`src/design/mm_pkg.sv`:
```
// Matrix multiply shared definitions

package mm_pkg;

    // Default dimensions of the accelerator
    localparam int DEF_WIDTH             = 16; // Q8.8 element width
    localparam int DEF_FRAC_WIDTH        = 8;
    localparam int DEF_BLOCK_SIZE        = 2;  // Systolic array is N x N
    localparam int DEF_INNER_DIMENSION   = 4;  // Shared columns of I and W
    localparam int DEF_W_OUTER_DIMENSION = 6;  // Weight rows
    localparam int DEF_I_OUTER_DIMENSION = 8;  // Input rows

    // Tile controller states
    typedef enum logic [2:0]
    {
        CTRL_IDLE,
        CTRL_FEED,  // Operands are read from memory
        CTRL_DRAIN, // Skewed operands still in flight
        CTRL_EMIT,  // One result per cycle
        CTRL_DONE
    } ctrl_state_e;

    // Address bits for a given depth with a floor of one
    function automatic int addr_width(input int depth);
        int bits;
        bits = (depth > 1) ? $clog2(depth) : 1;
        return bits;
    endfunction

endpackage
```
`src/design/mm_array_if.sv`:
```
// Controller to array link

`timescale 1ns/1ps

interface mm_array_if #(
    parameter int WIDTH      = 16,
    parameter int BLOCK_SIZE = 2
) ();

    logic                                    clear;      // Zero all accumulators
    logic                                    feed_valid; // Operand vectors present
    logic [BLOCK_SIZE*WIDTH-1:0]             a_vec;      // One I element per row
    logic [BLOCK_SIZE*WIDTH-1:0]             b_vec;      // One W element per column
    logic [BLOCK_SIZE*BLOCK_SIZE*WIDTH-1:0]  result_vec; // Scaled results, row-major

    // Operand vectors come straight from memory read data
    modport ctrl (
        output clear,
        output feed_valid,
        input  result_vec
    );

    modport array (
        input  clear,
        input  feed_valid,
        input  a_vec,
        input  b_vec,
        output result_vec
    );

endinterface

```
`src/design/mm_top.sv`:
```
// Matrix multiply accelerator top

`timescale 1ns/1ps

module mm_top #(
    parameter  int WIDTH             = mm_pkg::DEF_WIDTH,
    parameter  int FRAC_WIDTH        = mm_pkg::DEF_FRAC_WIDTH,
    parameter  int BLOCK_SIZE        = mm_pkg::DEF_BLOCK_SIZE,
    parameter  int INNER_DIMENSION   = mm_pkg::DEF_INNER_DIMENSION,
    parameter  int W_OUTER_DIMENSION = mm_pkg::DEF_W_OUTER_DIMENSION,
    parameter  int I_OUTER_DIMENSION = mm_pkg::DEF_I_OUTER_DIMENSION,
    localparam int W_DEPTH           = W_OUTER_DIMENSION / BLOCK_SIZE * INNER_DIMENSION,
    localparam int I_DEPTH           = I_OUTER_DIMENSION / BLOCK_SIZE * INNER_DIMENSION,
    localparam int W_ADDR_WIDTH      = mm_pkg::addr_width(W_DEPTH),
    localparam int I_ADDR_WIDTH      = mm_pkg::addr_width(I_DEPTH),
    localparam int OUT_ADDR_WIDTH    =
        mm_pkg::addr_width(I_OUTER_DIMENSION * W_OUTER_DIMENSION)
) (
    input  logic                        clk,
    input  logic                        arst_n,
    input  logic                        start,
    input  logic                        wb_we,   // Weight memory write
    input  logic [W_ADDR_WIDTH-1:0]     wb_addr,
    input  logic [BLOCK_SIZE*WIDTH-1:0] wb_data,
    input  logic                        in_we,   // Input memory write
    input  logic [I_ADDR_WIDTH-1:0]     in_addr,
    input  logic [BLOCK_SIZE*WIDTH-1:0] in_data,
    output logic                        out_valid,
    output logic [OUT_ADDR_WIDTH-1:0]   out_addr,
    output logic [WIDTH-1:0]            out_data,
    output logic                        done,
    output logic                        busy
);

    logic [I_ADDR_WIDTH-1:0] i_raddr;
    logic [W_ADDR_WIDTH-1:0] w_raddr;

    mm_array_if #(
        .WIDTH      (WIDTH),
        .BLOCK_SIZE (BLOCK_SIZE)
    ) arr_if ();

    // Weight rows feed the array columns
    mm_bram #(
        .WIDTH      (WIDTH),
        .BLOCK_SIZE (BLOCK_SIZE),
        .DEPTH      (W_DEPTH)
    ) i_w_bram (
        .clk    (clk),
        .arst_n (arst_n),
        .we     (wb_we),
        .waddr  (wb_addr),
        .raddr  (w_raddr),
        .wdata  (wb_data),
        .rdata  (arr_if.b_vec)
    );

    mm_bram #(
        .WIDTH      (WIDTH),
        .BLOCK_SIZE (BLOCK_SIZE),
        .DEPTH      (I_DEPTH)
    ) i_i_bram (
        .clk    (clk),
        .arst_n (arst_n),
        .we     (in_we),
        .waddr  (in_addr),
        .raddr  (i_raddr),
        .wdata  (in_data),
        .rdata  (arr_if.a_vec)
    );

    mm_tile_ctrl #(
        .WIDTH             (WIDTH),
        .BLOCK_SIZE        (BLOCK_SIZE),
        .INNER_DIMENSION   (INNER_DIMENSION),
        .W_OUTER_DIMENSION (W_OUTER_DIMENSION),
        .I_OUTER_DIMENSION (I_OUTER_DIMENSION)
    ) i_mm_tile_ctrl (
        .clk       (clk),
        .arst_n    (arst_n),
        .start     (start),
        .ctl       (arr_if.ctrl),
        .i_raddr   (i_raddr),
        .w_raddr   (w_raddr),
        .out_valid (out_valid),
        .out_addr  (out_addr),
        .out_data  (out_data),
        .done      (done),
        .busy      (busy)
    );

    mm_systolic_array #(
        .WIDTH      (WIDTH),
        .FRAC_WIDTH (FRAC_WIDTH),
        .BLOCK_SIZE (BLOCK_SIZE)
    ) i_mm_systolic_array (
        .clk    (clk),
        .arst_n (arst_n),
        .arr    (arr_if.array)
    );

endmodule

```
`src/design/mm_tile_ctrl.sv`:
```
// Tile sequencing controller

`timescale 1ns/1ps

module mm_tile_ctrl #(
    parameter  int WIDTH             = 16,
    parameter  int BLOCK_SIZE        = 2,
    parameter  int INNER_DIMENSION   = 4,
    parameter  int W_OUTER_DIMENSION = 6,
    parameter  int I_OUTER_DIMENSION = 8,
    localparam int ROW_SIZE_MAT_C    = I_OUTER_DIMENSION / BLOCK_SIZE,
    localparam int COL_SIZE_MAT_C    = W_OUTER_DIMENSION / BLOCK_SIZE,
    localparam int I_ADDR_WIDTH      = mm_pkg::addr_width(ROW_SIZE_MAT_C * INNER_DIMENSION),
    localparam int W_ADDR_WIDTH      = mm_pkg::addr_width(COL_SIZE_MAT_C * INNER_DIMENSION),
    localparam int OUT_ADDR_WIDTH    =
        mm_pkg::addr_width(I_OUTER_DIMENSION * W_OUTER_DIMENSION)
) (
    input  logic                      clk,
    input  logic                      arst_n,
    input  logic                      start,
    mm_array_if.ctrl                  ctl,
    output logic [I_ADDR_WIDTH-1:0]   i_raddr,
    output logic [W_ADDR_WIDTH-1:0]   w_raddr,
    output logic                      out_valid,
    output logic [OUT_ADDR_WIDTH-1:0] out_addr,
    output logic [WIDTH-1:0]          out_data,
    output logic                      done,
    output logic                      busy
);

    // k counter also times the drain phase
    localparam int STEP_MAX  = (INNER_DIMENSION > 2*BLOCK_SIZE) ?
                               INNER_DIMENSION : 2*BLOCK_SIZE;
    localparam int K_WIDTH   = mm_pkg::addr_width(STEP_MAX);
    localparam int E_WIDTH   = mm_pkg::addr_width(BLOCK_SIZE * BLOCK_SIZE);
    localparam int ROW_WIDTH = mm_pkg::addr_width(ROW_SIZE_MAT_C);
    localparam int COL_WIDTH = mm_pkg::addr_width(COL_SIZE_MAT_C);

    mm_pkg::ctrl_state_e  state;
    logic [ROW_WIDTH-1:0] tile_row;
    logic [COL_WIDTH-1:0] tile_col;
    logic [K_WIDTH-1:0]   k_cnt;
    logic [E_WIDTH-1:0]   emit_cnt;
    logic                 last_tile;
    int                   emit_row;
    int                   emit_col;

    assign last_tile = (tile_row == ROW_WIDTH'(ROW_SIZE_MAT_C - 1)) &&
                       (tile_col == COL_WIDTH'(COL_SIZE_MAT_C - 1));

    always_ff @(posedge clk or negedge arst_n)
    begin
        if (!arst_n)
        begin
            state    <= mm_pkg::CTRL_IDLE;
            tile_row <= '0;
            tile_col <= '0;
            k_cnt    <= '0;
            emit_cnt <= '0;
        end
        else
        begin
            case (state)
                mm_pkg::CTRL_IDLE:
                begin
                    if (start)
                    begin
                        state    <= mm_pkg::CTRL_FEED;
                        tile_row <= '0;
                        tile_col <= '0;
                        k_cnt    <= '0;
                    end
                end
                mm_pkg::CTRL_FEED:
                begin
                    k_cnt <= k_cnt + 1'b1;
                    if (k_cnt == K_WIDTH'(INNER_DIMENSION - 1))
                    begin
                        state <= mm_pkg::CTRL_DRAIN;
                        k_cnt <= '0;
                    end
                end
                mm_pkg::CTRL_DRAIN:
                begin
                    k_cnt <= k_cnt + 1'b1;
                    if (k_cnt == K_WIDTH'(2*BLOCK_SIZE - 1)) // Last PE has its final sum
                    begin
                        state    <= mm_pkg::CTRL_EMIT;
                        emit_cnt <= '0;
                    end
                end
                mm_pkg::CTRL_EMIT:
                begin
                    emit_cnt <= emit_cnt + 1'b1;
                    if (emit_cnt == E_WIDTH'(BLOCK_SIZE*BLOCK_SIZE - 1))
                    begin
                        k_cnt <= '0;
                        if (last_tile)
                        begin
                            state <= mm_pkg::CTRL_DONE;
                        end
                        else
                        begin
                            state <= mm_pkg::CTRL_FEED;
                            if (tile_col == COL_WIDTH'(COL_SIZE_MAT_C - 1))
                            begin
                                tile_col <= '0;
                                tile_row <= tile_row + 1'b1;
                            end
                            else
                            begin
                                tile_col <= tile_col + 1'b1;
                            end
                        end
                    end
                end
                default: state <= mm_pkg::CTRL_IDLE; // DONE lasts one cycle
            endcase
        end
    end

    // Read data arrives a cycle after the address
    always_ff @(posedge clk or negedge arst_n)
    begin
        if (!arst_n)
            ctl.feed_valid <= 1'b0;
        else
            ctl.feed_valid <= (state == mm_pkg::CTRL_FEED);
    end

    assign ctl.clear = (state == mm_pkg::CTRL_FEED) && (k_cnt == '0);
    assign i_raddr   = I_ADDR_WIDTH'(int'(tile_row) * INNER_DIMENSION + int'(k_cnt));
    assign w_raddr   = W_ADDR_WIDTH'(int'(tile_col) * INNER_DIMENSION + int'(k_cnt));

    // Row-major pick within the tile
    always_comb
    begin
        emit_row = int'(emit_cnt) / BLOCK_SIZE;
        emit_col = int'(emit_cnt) % BLOCK_SIZE;
        out_addr = OUT_ADDR_WIDTH'((int'(tile_row) * BLOCK_SIZE + emit_row) * W_OUTER_DIMENSION
                   + int'(tile_col) * BLOCK_SIZE + emit_col);
        out_data = ctl.result_vec[int'(emit_cnt)*WIDTH +: WIDTH];
    end

    assign out_valid = (state == mm_pkg::CTRL_EMIT);
    assign done      = (state == mm_pkg::CTRL_DONE);
    assign busy      = (state == mm_pkg::CTRL_FEED) || (state == mm_pkg::CTRL_DRAIN) ||
                       (state == mm_pkg::CTRL_EMIT);

endmodule

```
`src/design/mm_systolic_array.sv`:
```
// Systolic array with skew and scaling

`timescale 1ns/1ps

module mm_systolic_array #(
    parameter int WIDTH      = 16,
    parameter int FRAC_WIDTH = 8,
    parameter int BLOCK_SIZE = 2
) (
    input  logic        clk,
    input  logic        arst_n,
    mm_array_if.array   arr
);

    logic signed [WIDTH-1:0]   a_skewed [BLOCK_SIZE];
    logic signed [WIDTH-1:0]   b_skewed [BLOCK_SIZE];
    logic                      v_skewed [BLOCK_SIZE];

    logic signed [WIDTH-1:0]   a_fwd [BLOCK_SIZE][BLOCK_SIZE];
    logic signed [WIDTH-1:0]   b_fwd [BLOCK_SIZE][BLOCK_SIZE];
    logic                      v_fwd [BLOCK_SIZE][BLOCK_SIZE];
    logic signed [2*WIDTH-1:0] acc   [BLOCK_SIZE][BLOCK_SIZE];

    // Triangular delay lines where lane n is delayed n cycles
    for (genvar n = 0; n < BLOCK_SIZE; n++)
    begin : g_skew
        logic signed [WIDTH-1:0] a_dly [n+1];
        logic signed [WIDTH-1:0] b_dly [n+1];
        logic                    v_dly [n+1];

        assign a_dly[0] = arr.a_vec[n*WIDTH +: WIDTH];
        assign b_dly[0] = arr.b_vec[n*WIDTH +: WIDTH];
        assign v_dly[0] = arr.feed_valid; // Valid follows the row operands

        for (genvar d = 1; d <= n; d++)
        begin : g_stage
            always_ff @(posedge clk)
            begin
                a_dly[d] <= a_dly[d-1];
                b_dly[d] <= b_dly[d-1];
            end

            always_ff @(posedge clk or negedge arst_n)
            begin
                if (!arst_n)
                    v_dly[d] <= 1'b0;
                else
                    v_dly[d] <= v_dly[d-1];
            end
        end

        assign a_skewed[n] = a_dly[n];
        assign b_skewed[n] = b_dly[n];
        assign v_skewed[n] = v_dly[n];
    end

    for (genvar r = 0; r < BLOCK_SIZE; r++)
    begin : g_row
        for (genvar c = 0; c < BLOCK_SIZE; c++)
        begin : g_col
            logic signed [2*WIDTH-1:0] shifted;
            logic signed [WIDTH-1:0]   scaled;

            mm_pe #(
                .WIDTH (WIDTH)
            ) i_mm_pe (
                .clk       (clk),
                .arst_n    (arst_n),
                .clear     (arr.clear),
                .a_in      ((c == 0) ? a_skewed[r] : a_fwd[r][(c == 0) ? 0 : c-1]),
                .b_in      ((r == 0) ? b_skewed[c] : b_fwd[(r == 0) ? 0 : r-1][c]),
                .valid_in  ((c == 0) ? v_skewed[r] : v_fwd[r][(c == 0) ? 0 : c-1]),
                .a_out     (a_fwd[r][c]),
                .b_out     (b_fwd[r][c]),
                .valid_out (v_fwd[r][c]),
                .acc       (acc[r][c])
            );

            // Back to Q8.8 with a clamp when the upper bits are not all sign
            always_comb
            begin
                shifted = acc[r][c] >>> FRAC_WIDTH;
                if ((&shifted[2*WIDTH-1:WIDTH-1]) || !(|shifted[2*WIDTH-1:WIDTH-1]))
                    scaled = shifted[WIDTH-1:0];
                else if (shifted[2*WIDTH-1])
                    scaled = {1'b1, {(WIDTH-1){1'b0}}};
                else
                    scaled = {1'b0, {(WIDTH-1){1'b1}}};
            end

            assign arr.result_vec[(r*BLOCK_SIZE+c)*WIDTH +: WIDTH] = scaled;
        end
    end

endmodule

```
`src/design/mm_pe.sv`:
```
// Systolic processing element

`timescale 1ns/1ps

module mm_pe #(
    parameter int WIDTH = 16
) (
    input  logic                        clk,
    input  logic                        arst_n,
    input  logic                        clear,
    input  logic signed [WIDTH-1:0]     a_in,
    input  logic signed [WIDTH-1:0]     b_in,
    input  logic                        valid_in,
    output logic signed [WIDTH-1:0]     a_out,
    output logic signed [WIDTH-1:0]     b_out,
    output logic                        valid_out,
    output logic signed [2*WIDTH-1:0]   acc
);

    logic signed [2*WIDTH-1:0] product;

    assign product = a_in * b_in; // Full precision product

    always_ff @(posedge clk or negedge arst_n)
    begin
        if (!arst_n)
        begin
            acc       <= '0;
            valid_out <= 1'b0;
        end
        else
        begin
            if (clear)
            begin
                acc <= '0;
            end
            else if (valid_in)
            begin
                acc <= acc + product; // Accumulate in the arrival cycle
            end
            valid_out <= valid_in;
        end
    end

    // a moves right and b moves down
    always_ff @(posedge clk)
    begin
        a_out <= a_in;
        b_out <= b_in;
    end

endmodule

```
`src/design/mm_bram.sv`:
```
// Operand memory

`timescale 1ns/1ps

module mm_bram #(
    parameter  int WIDTH      = 16,
    parameter  int BLOCK_SIZE = 2,
    parameter  int DEPTH      = 16,
    localparam int ADDR_WIDTH = mm_pkg::addr_width(DEPTH)
) (
    input  logic                        clk,
    input  logic                        arst_n,
    input  logic                        we,
    input  logic [ADDR_WIDTH-1:0]       waddr,
    input  logic [ADDR_WIDTH-1:0]       raddr,
    input  logic [BLOCK_SIZE*WIDTH-1:0] wdata,
    output logic [BLOCK_SIZE*WIDTH-1:0] rdata
);

    logic [BLOCK_SIZE*WIDTH-1:0] mem [DEPTH];

    always_ff @(posedge clk)
    begin
        if (we)
        begin
            mem[waddr] <= wdata; // Whole word without byte enables
        end
    end

    // Registered read with one cycle of latency
    always_ff @(posedge clk or negedge arst_n)
    begin
        if (!arst_n)
        begin
            rdata <= '0;
        end
        else
        begin
            rdata <= mem[raddr];
        end
    end

endmodule

```
`config.mk`:
```
export PLATFORM = sky130hd
export DESIGN_NAME = mm_top
export DESIGN_NICKNAME = d
export VERILOG_FILES = /design/src/design/mm_pkg.sv /design/src/design/mm_array_if.sv /design/src/design/mm_top.sv /design/src/design/mm_tile_ctrl.sv /design/src/design/mm_systolic_array.sv /design/src/design/mm_pe.sv /design/src/design/mm_bram.sv
export SDC_FILE = /design/constraint.sdc
export NUM_CORES = 2
export LEC_CHECK = 0
export BUFFER_PORTS_ARGS = -buffer_cell sky130_fd_sc_hd__buf_2
export CAP_MARGIN = 20
export CORE_UTILIZATION = 61
export DETAILED_ROUTE_END_ITERATION = 8
export PLACE_DENSITY = 0.81
export SLEW_MARGIN = 20
export SYNTH_ARGS = -nofsm -noshare
export SYNTH_HDL_FRONTEND = slang
export SYNTH_SLANG_ARGS = --single-unit
```
`constraint.sdc`:
```
create_clock -name clk -period 7 [get_ports clk]
set_clock_uncertainty 0.05 [all_clocks]
set_input_delay 0 -clock clk [delete_from_list [all_inputs] [get_ports clk]]
set_output_delay 0 -clock clk [all_outputs]
set_load 0.05 [all_outputs]
```
==> flow_summary_export.csv <==
group,metric,value,unit
detailed_routing,drt_iter0_drc,4715,
critical_path,crit_required,7540,ps
clock_tree,ctsHtreeMaxLevel,3,
yosys,synth_top_area_share,30.8,%
placement,io_buffers,101,
yosys,synthFlopType,"edfxtp_1",
timing,setup_viol,0,
run,max_cap_viol_count,0,
timing,tightest_slew,1040,ps
grt,grt_pass1_wl,331000,um
die,rows,138,
clock_tree,root_buffer,"clkbuf_16",
timing,fin_crit,6720,ps
cells_and_area,final_cells,9080,
yosys,ys_types,76,
cells_and_area,layout-drive-gt1-share,10.5,%
yosys,yosys-top-cells-count,"inv_1, fa_1, edfxtp_1",
detailed_routing,wl_per_cell,22.8,um
grt,grt_pass1_vias,59200,
hold_path,hold_path_end,"i_i_bram.mem[9][22]",
die,initial_utilization,61.6,%
critical_path,worstPathArrival,7260,ps
detailed_routing,postRouteAntennaNets,0,
clock_tree,cts_tree,"done",
cells_and_area,nets,8730,
yosys,synth_seq_area_share,38.9,%
yosys,synth.largest_area_cell,"edfxtp_1",
clock_tree,clock_path_buffers,3,
hold_path,min_from,"in_we",
yosys,post-synth-top-count-cell,"inv_1",
critical_path,end_kind,"flop",
die,ios,102,
timing,finalCritPeriodShare,96.0,%
placement,gp_congestion,0.933,
yosys,synthArstFlopShare,17.2,%
yosys,syn_area,87300,sq um
clock_tree,clk_latency,780,ps
status,status,"finished clean",
hold_path,hold_depth,4,
detailed_routing,drt_wl_total,207000,um
timing,fin_ws,278,ps
yosys,syn_avg_cell_area,12.6,sq um
critical_path,crit_type,"reg -> reg",
hold_path,holdCritPathClass,"in -> reg",
clock_tree,clock_sinks,1198,
placement,pre_cts_ws,41.6,ps
grt,gr-usage-all-layers,29.9,%
critical_path,r2r_cells,21,
yosys,ys_ff_latch,1198,
die,dieArea,145000,sq um
critical_path,cp-start-kind,"flop",
cells_and_area,final_area,95200,sq um
clock_tree,path_clk_slew,70,ps
placement,place_area,90400,sq um
yosys,synth_enable_flop_cells,896,
clock_tree,cts_buffers,114,
critical_path,worst_r2r_startpoint,"i_mm_systolic_array.b_skewed[5]",
yosys,synth_cells,6916,
placement,place_inst,8778,
timing,max_freq,149,MHz
grt,grt_max_degree,126,
detailed_routing,first_pass_iters,5,
yosys,synthTopCellsByArea,"edfxtp_1, fa_1, mux4_2",
yosys,yosysWarnings,0,
detailed_routing,vias_per_cell,5.87,
die,die_x,380,um
placement,place_hpwl,145000,um
yosys,syn_nets,8564,
detailed_routing,num_vias,53300,
grt,antenna_found_initial,13,
grt,grt.overflow.total,0,
critical_path,r2r_setup_slack,280,ps
timing,slew_headroom,30.2,%
cells_and_area,area_delta_synth_final,9.11,%
timing,slew_viol_final,0,
die,fp.coreArea,142000,sq um
detailed_routing,drc,0,
timing,hold_violations,0,
clock_tree,post-cts-setup-buffer-count,0,
critical_path,crit_fanout,17,
die,die_h,380,um
-- cell usage in the layout (no fill, tap or decap), types with 22 or more instances in the layout --
| cell | synthesis | final |
|---|---|---|
| fa_1 | 1169 | 1168 |
| nor3_1 | 36 | 29 |
| xnor2_1 | 118 | 118 |
| clkinv_2 | 0 | 22 |
| nand2b_1 | 36 | 36 |
| nand2_1 | 609 | 609 |
| edfxtp_1 | 896 | 896 |
| o21ai_0 | 115 | 115 |
| nand3_1 | 32 | 32 |
| o21a_1 | 37 | 37 |
| buf_4 | 1 | 122 |
| and2_1 | 500 | 499 |
| xor2_1 | 35 | 35 |
| dfrtp_1 | 206 | 184 |
| dfxtp_1 | 96 | 86 |
| ha_1 | 402 | 402 |
| a21o_1 | 36 | 36 |
| clkbuf_1 | 218 | 26 |
| mux2i_1 | 114 | 114 |
| inv_1 | 1349 | 1347 |
| a211oi_1 | 29 | 29 |
| mux4_2 | 257 | 257 |
| clkbuf_16 | 0 | 114 |
| a21oi_1 | 155 | 155 |
| dlygate4sd3_1 | 0 | 76 |
| nor2_1 | 229 | 208 |
| buf_2 | 10 | 100 |
-- worst max-delay path: stages, from the launching register on --
cell      delay [ps]
dfxtp_1          770
and2_1           250
fa_1             440
fa_1             520
inv_1             50
fa_1             490
inv_1             50
fa_1             500
fa_1             490
inv_1             50
fa_1             480
inv_1             40
ha_1             340
a41o_1           290
a221oi_2         290
nand2b_1         150
or3b_1           350
o32a_1           330
a21oi_2          200
nor2_1            90
nor4_1           220
nor3b_1           90
-- per-layer routing --
metal / wire (um) / vias up / part of all wire, % / track usage (%)
met5: 74 / - / 0.036 / 0
met4: 9090 / 10 / 4.4 / 13.1
met3: 16400 / 580 / 7.9 / 4.49
met2: 103000 / 2523 / 50 / 50.1
met1: 78800 / 27400 / 38 / 39.0
li1: - / 22700 / - / -
-- flip-flops by register name (all words and copies together) (netlist names), 3 cells and up --
signal	count
i_w_bram.mem	384
i_i_bram.rdata	32
i_mm_systolic_array.g_row.g_col.i_mm_pe.acc	128
i_mm_tile_ctrl.state	3
i_mm_systolic_array.g_row.g_col.i_mm_pe.a_out	32
i_i_bram.mem	512
i_mm_systolic_array.g_row.g_col.i_mm_pe.b_out	32
i_w_bram.rdata	32
i_mm_systolic_array.a_skewed	16
i_mm_systolic_array.b_skewed	16
-- per-stage QoR --
step	TNS, ps	hold slack [ps]	util (%)
6_report	0	46.9	67.2
5_1_grt	-23.8	45.2	67.2
4_1_cts	0	7.08	67.1
3_5_place_dp	0	-39.9	63.8
3_3_place_gp	0	-38.9	63.8
2_1_floorplan	0	-346	-
-- area by class of cell --
cell class	instances	area, sq um
Multi-Input combinational cell	4116	47500
Fill cell	9486	46500
Sequential cell	1198	34000
Inverter	1349	5070
Clock buffer	148	3060
Tap cell	1890	2360
Timing Repair Buffer	303	2280
Clock inverter	70	921
Antenna cell	6	15.0
-- worst max-delay path by stage --
stage | start | endpoint | slack, ps | cells after the start
2_1_floorplan | i_mm_systolic_array.b_skewed[1] | flop | 710 | 23
3_3_place_gp | flop | flop | 210 | 21
3_5_place_dp | flop | flop | 40 | 22
4_1_cts | flop | flop | 10 | 22
5_1_grt | i_w_bram.rdata[7] | flop | -20 | 20
6_report | i_mm_systolic_array.b_skewed[5] | flop | 280 | 21
-- kinds of logic (layout without fill, tap and decap cells) --
group           Yosys count  in the layout  synth area share (%)
buf+inv                1602           1870                  6.91
flops                  1198           1198                  38.9
fa+ha+maj              1571           1571                  32.6
xor+xnor                153            153                  1.54
other cells               0              6                     0
compound gates          496            496                  3.59
simple gates           1524           1524                  8.49
mux                     372            372                  7.95
-- what timing repair did --
action | in CTS | in global routing
gates resized for setup | 0 | 29
hold buffers | 77 | 0
endpoints found under the setup margin | 0 | 15
hold endpoints to repair | 1348 | 0
Power is left out: the tool's default activity adds up to more than one toggle a clock period on the data nets, which glitch-free logic cannot reach.
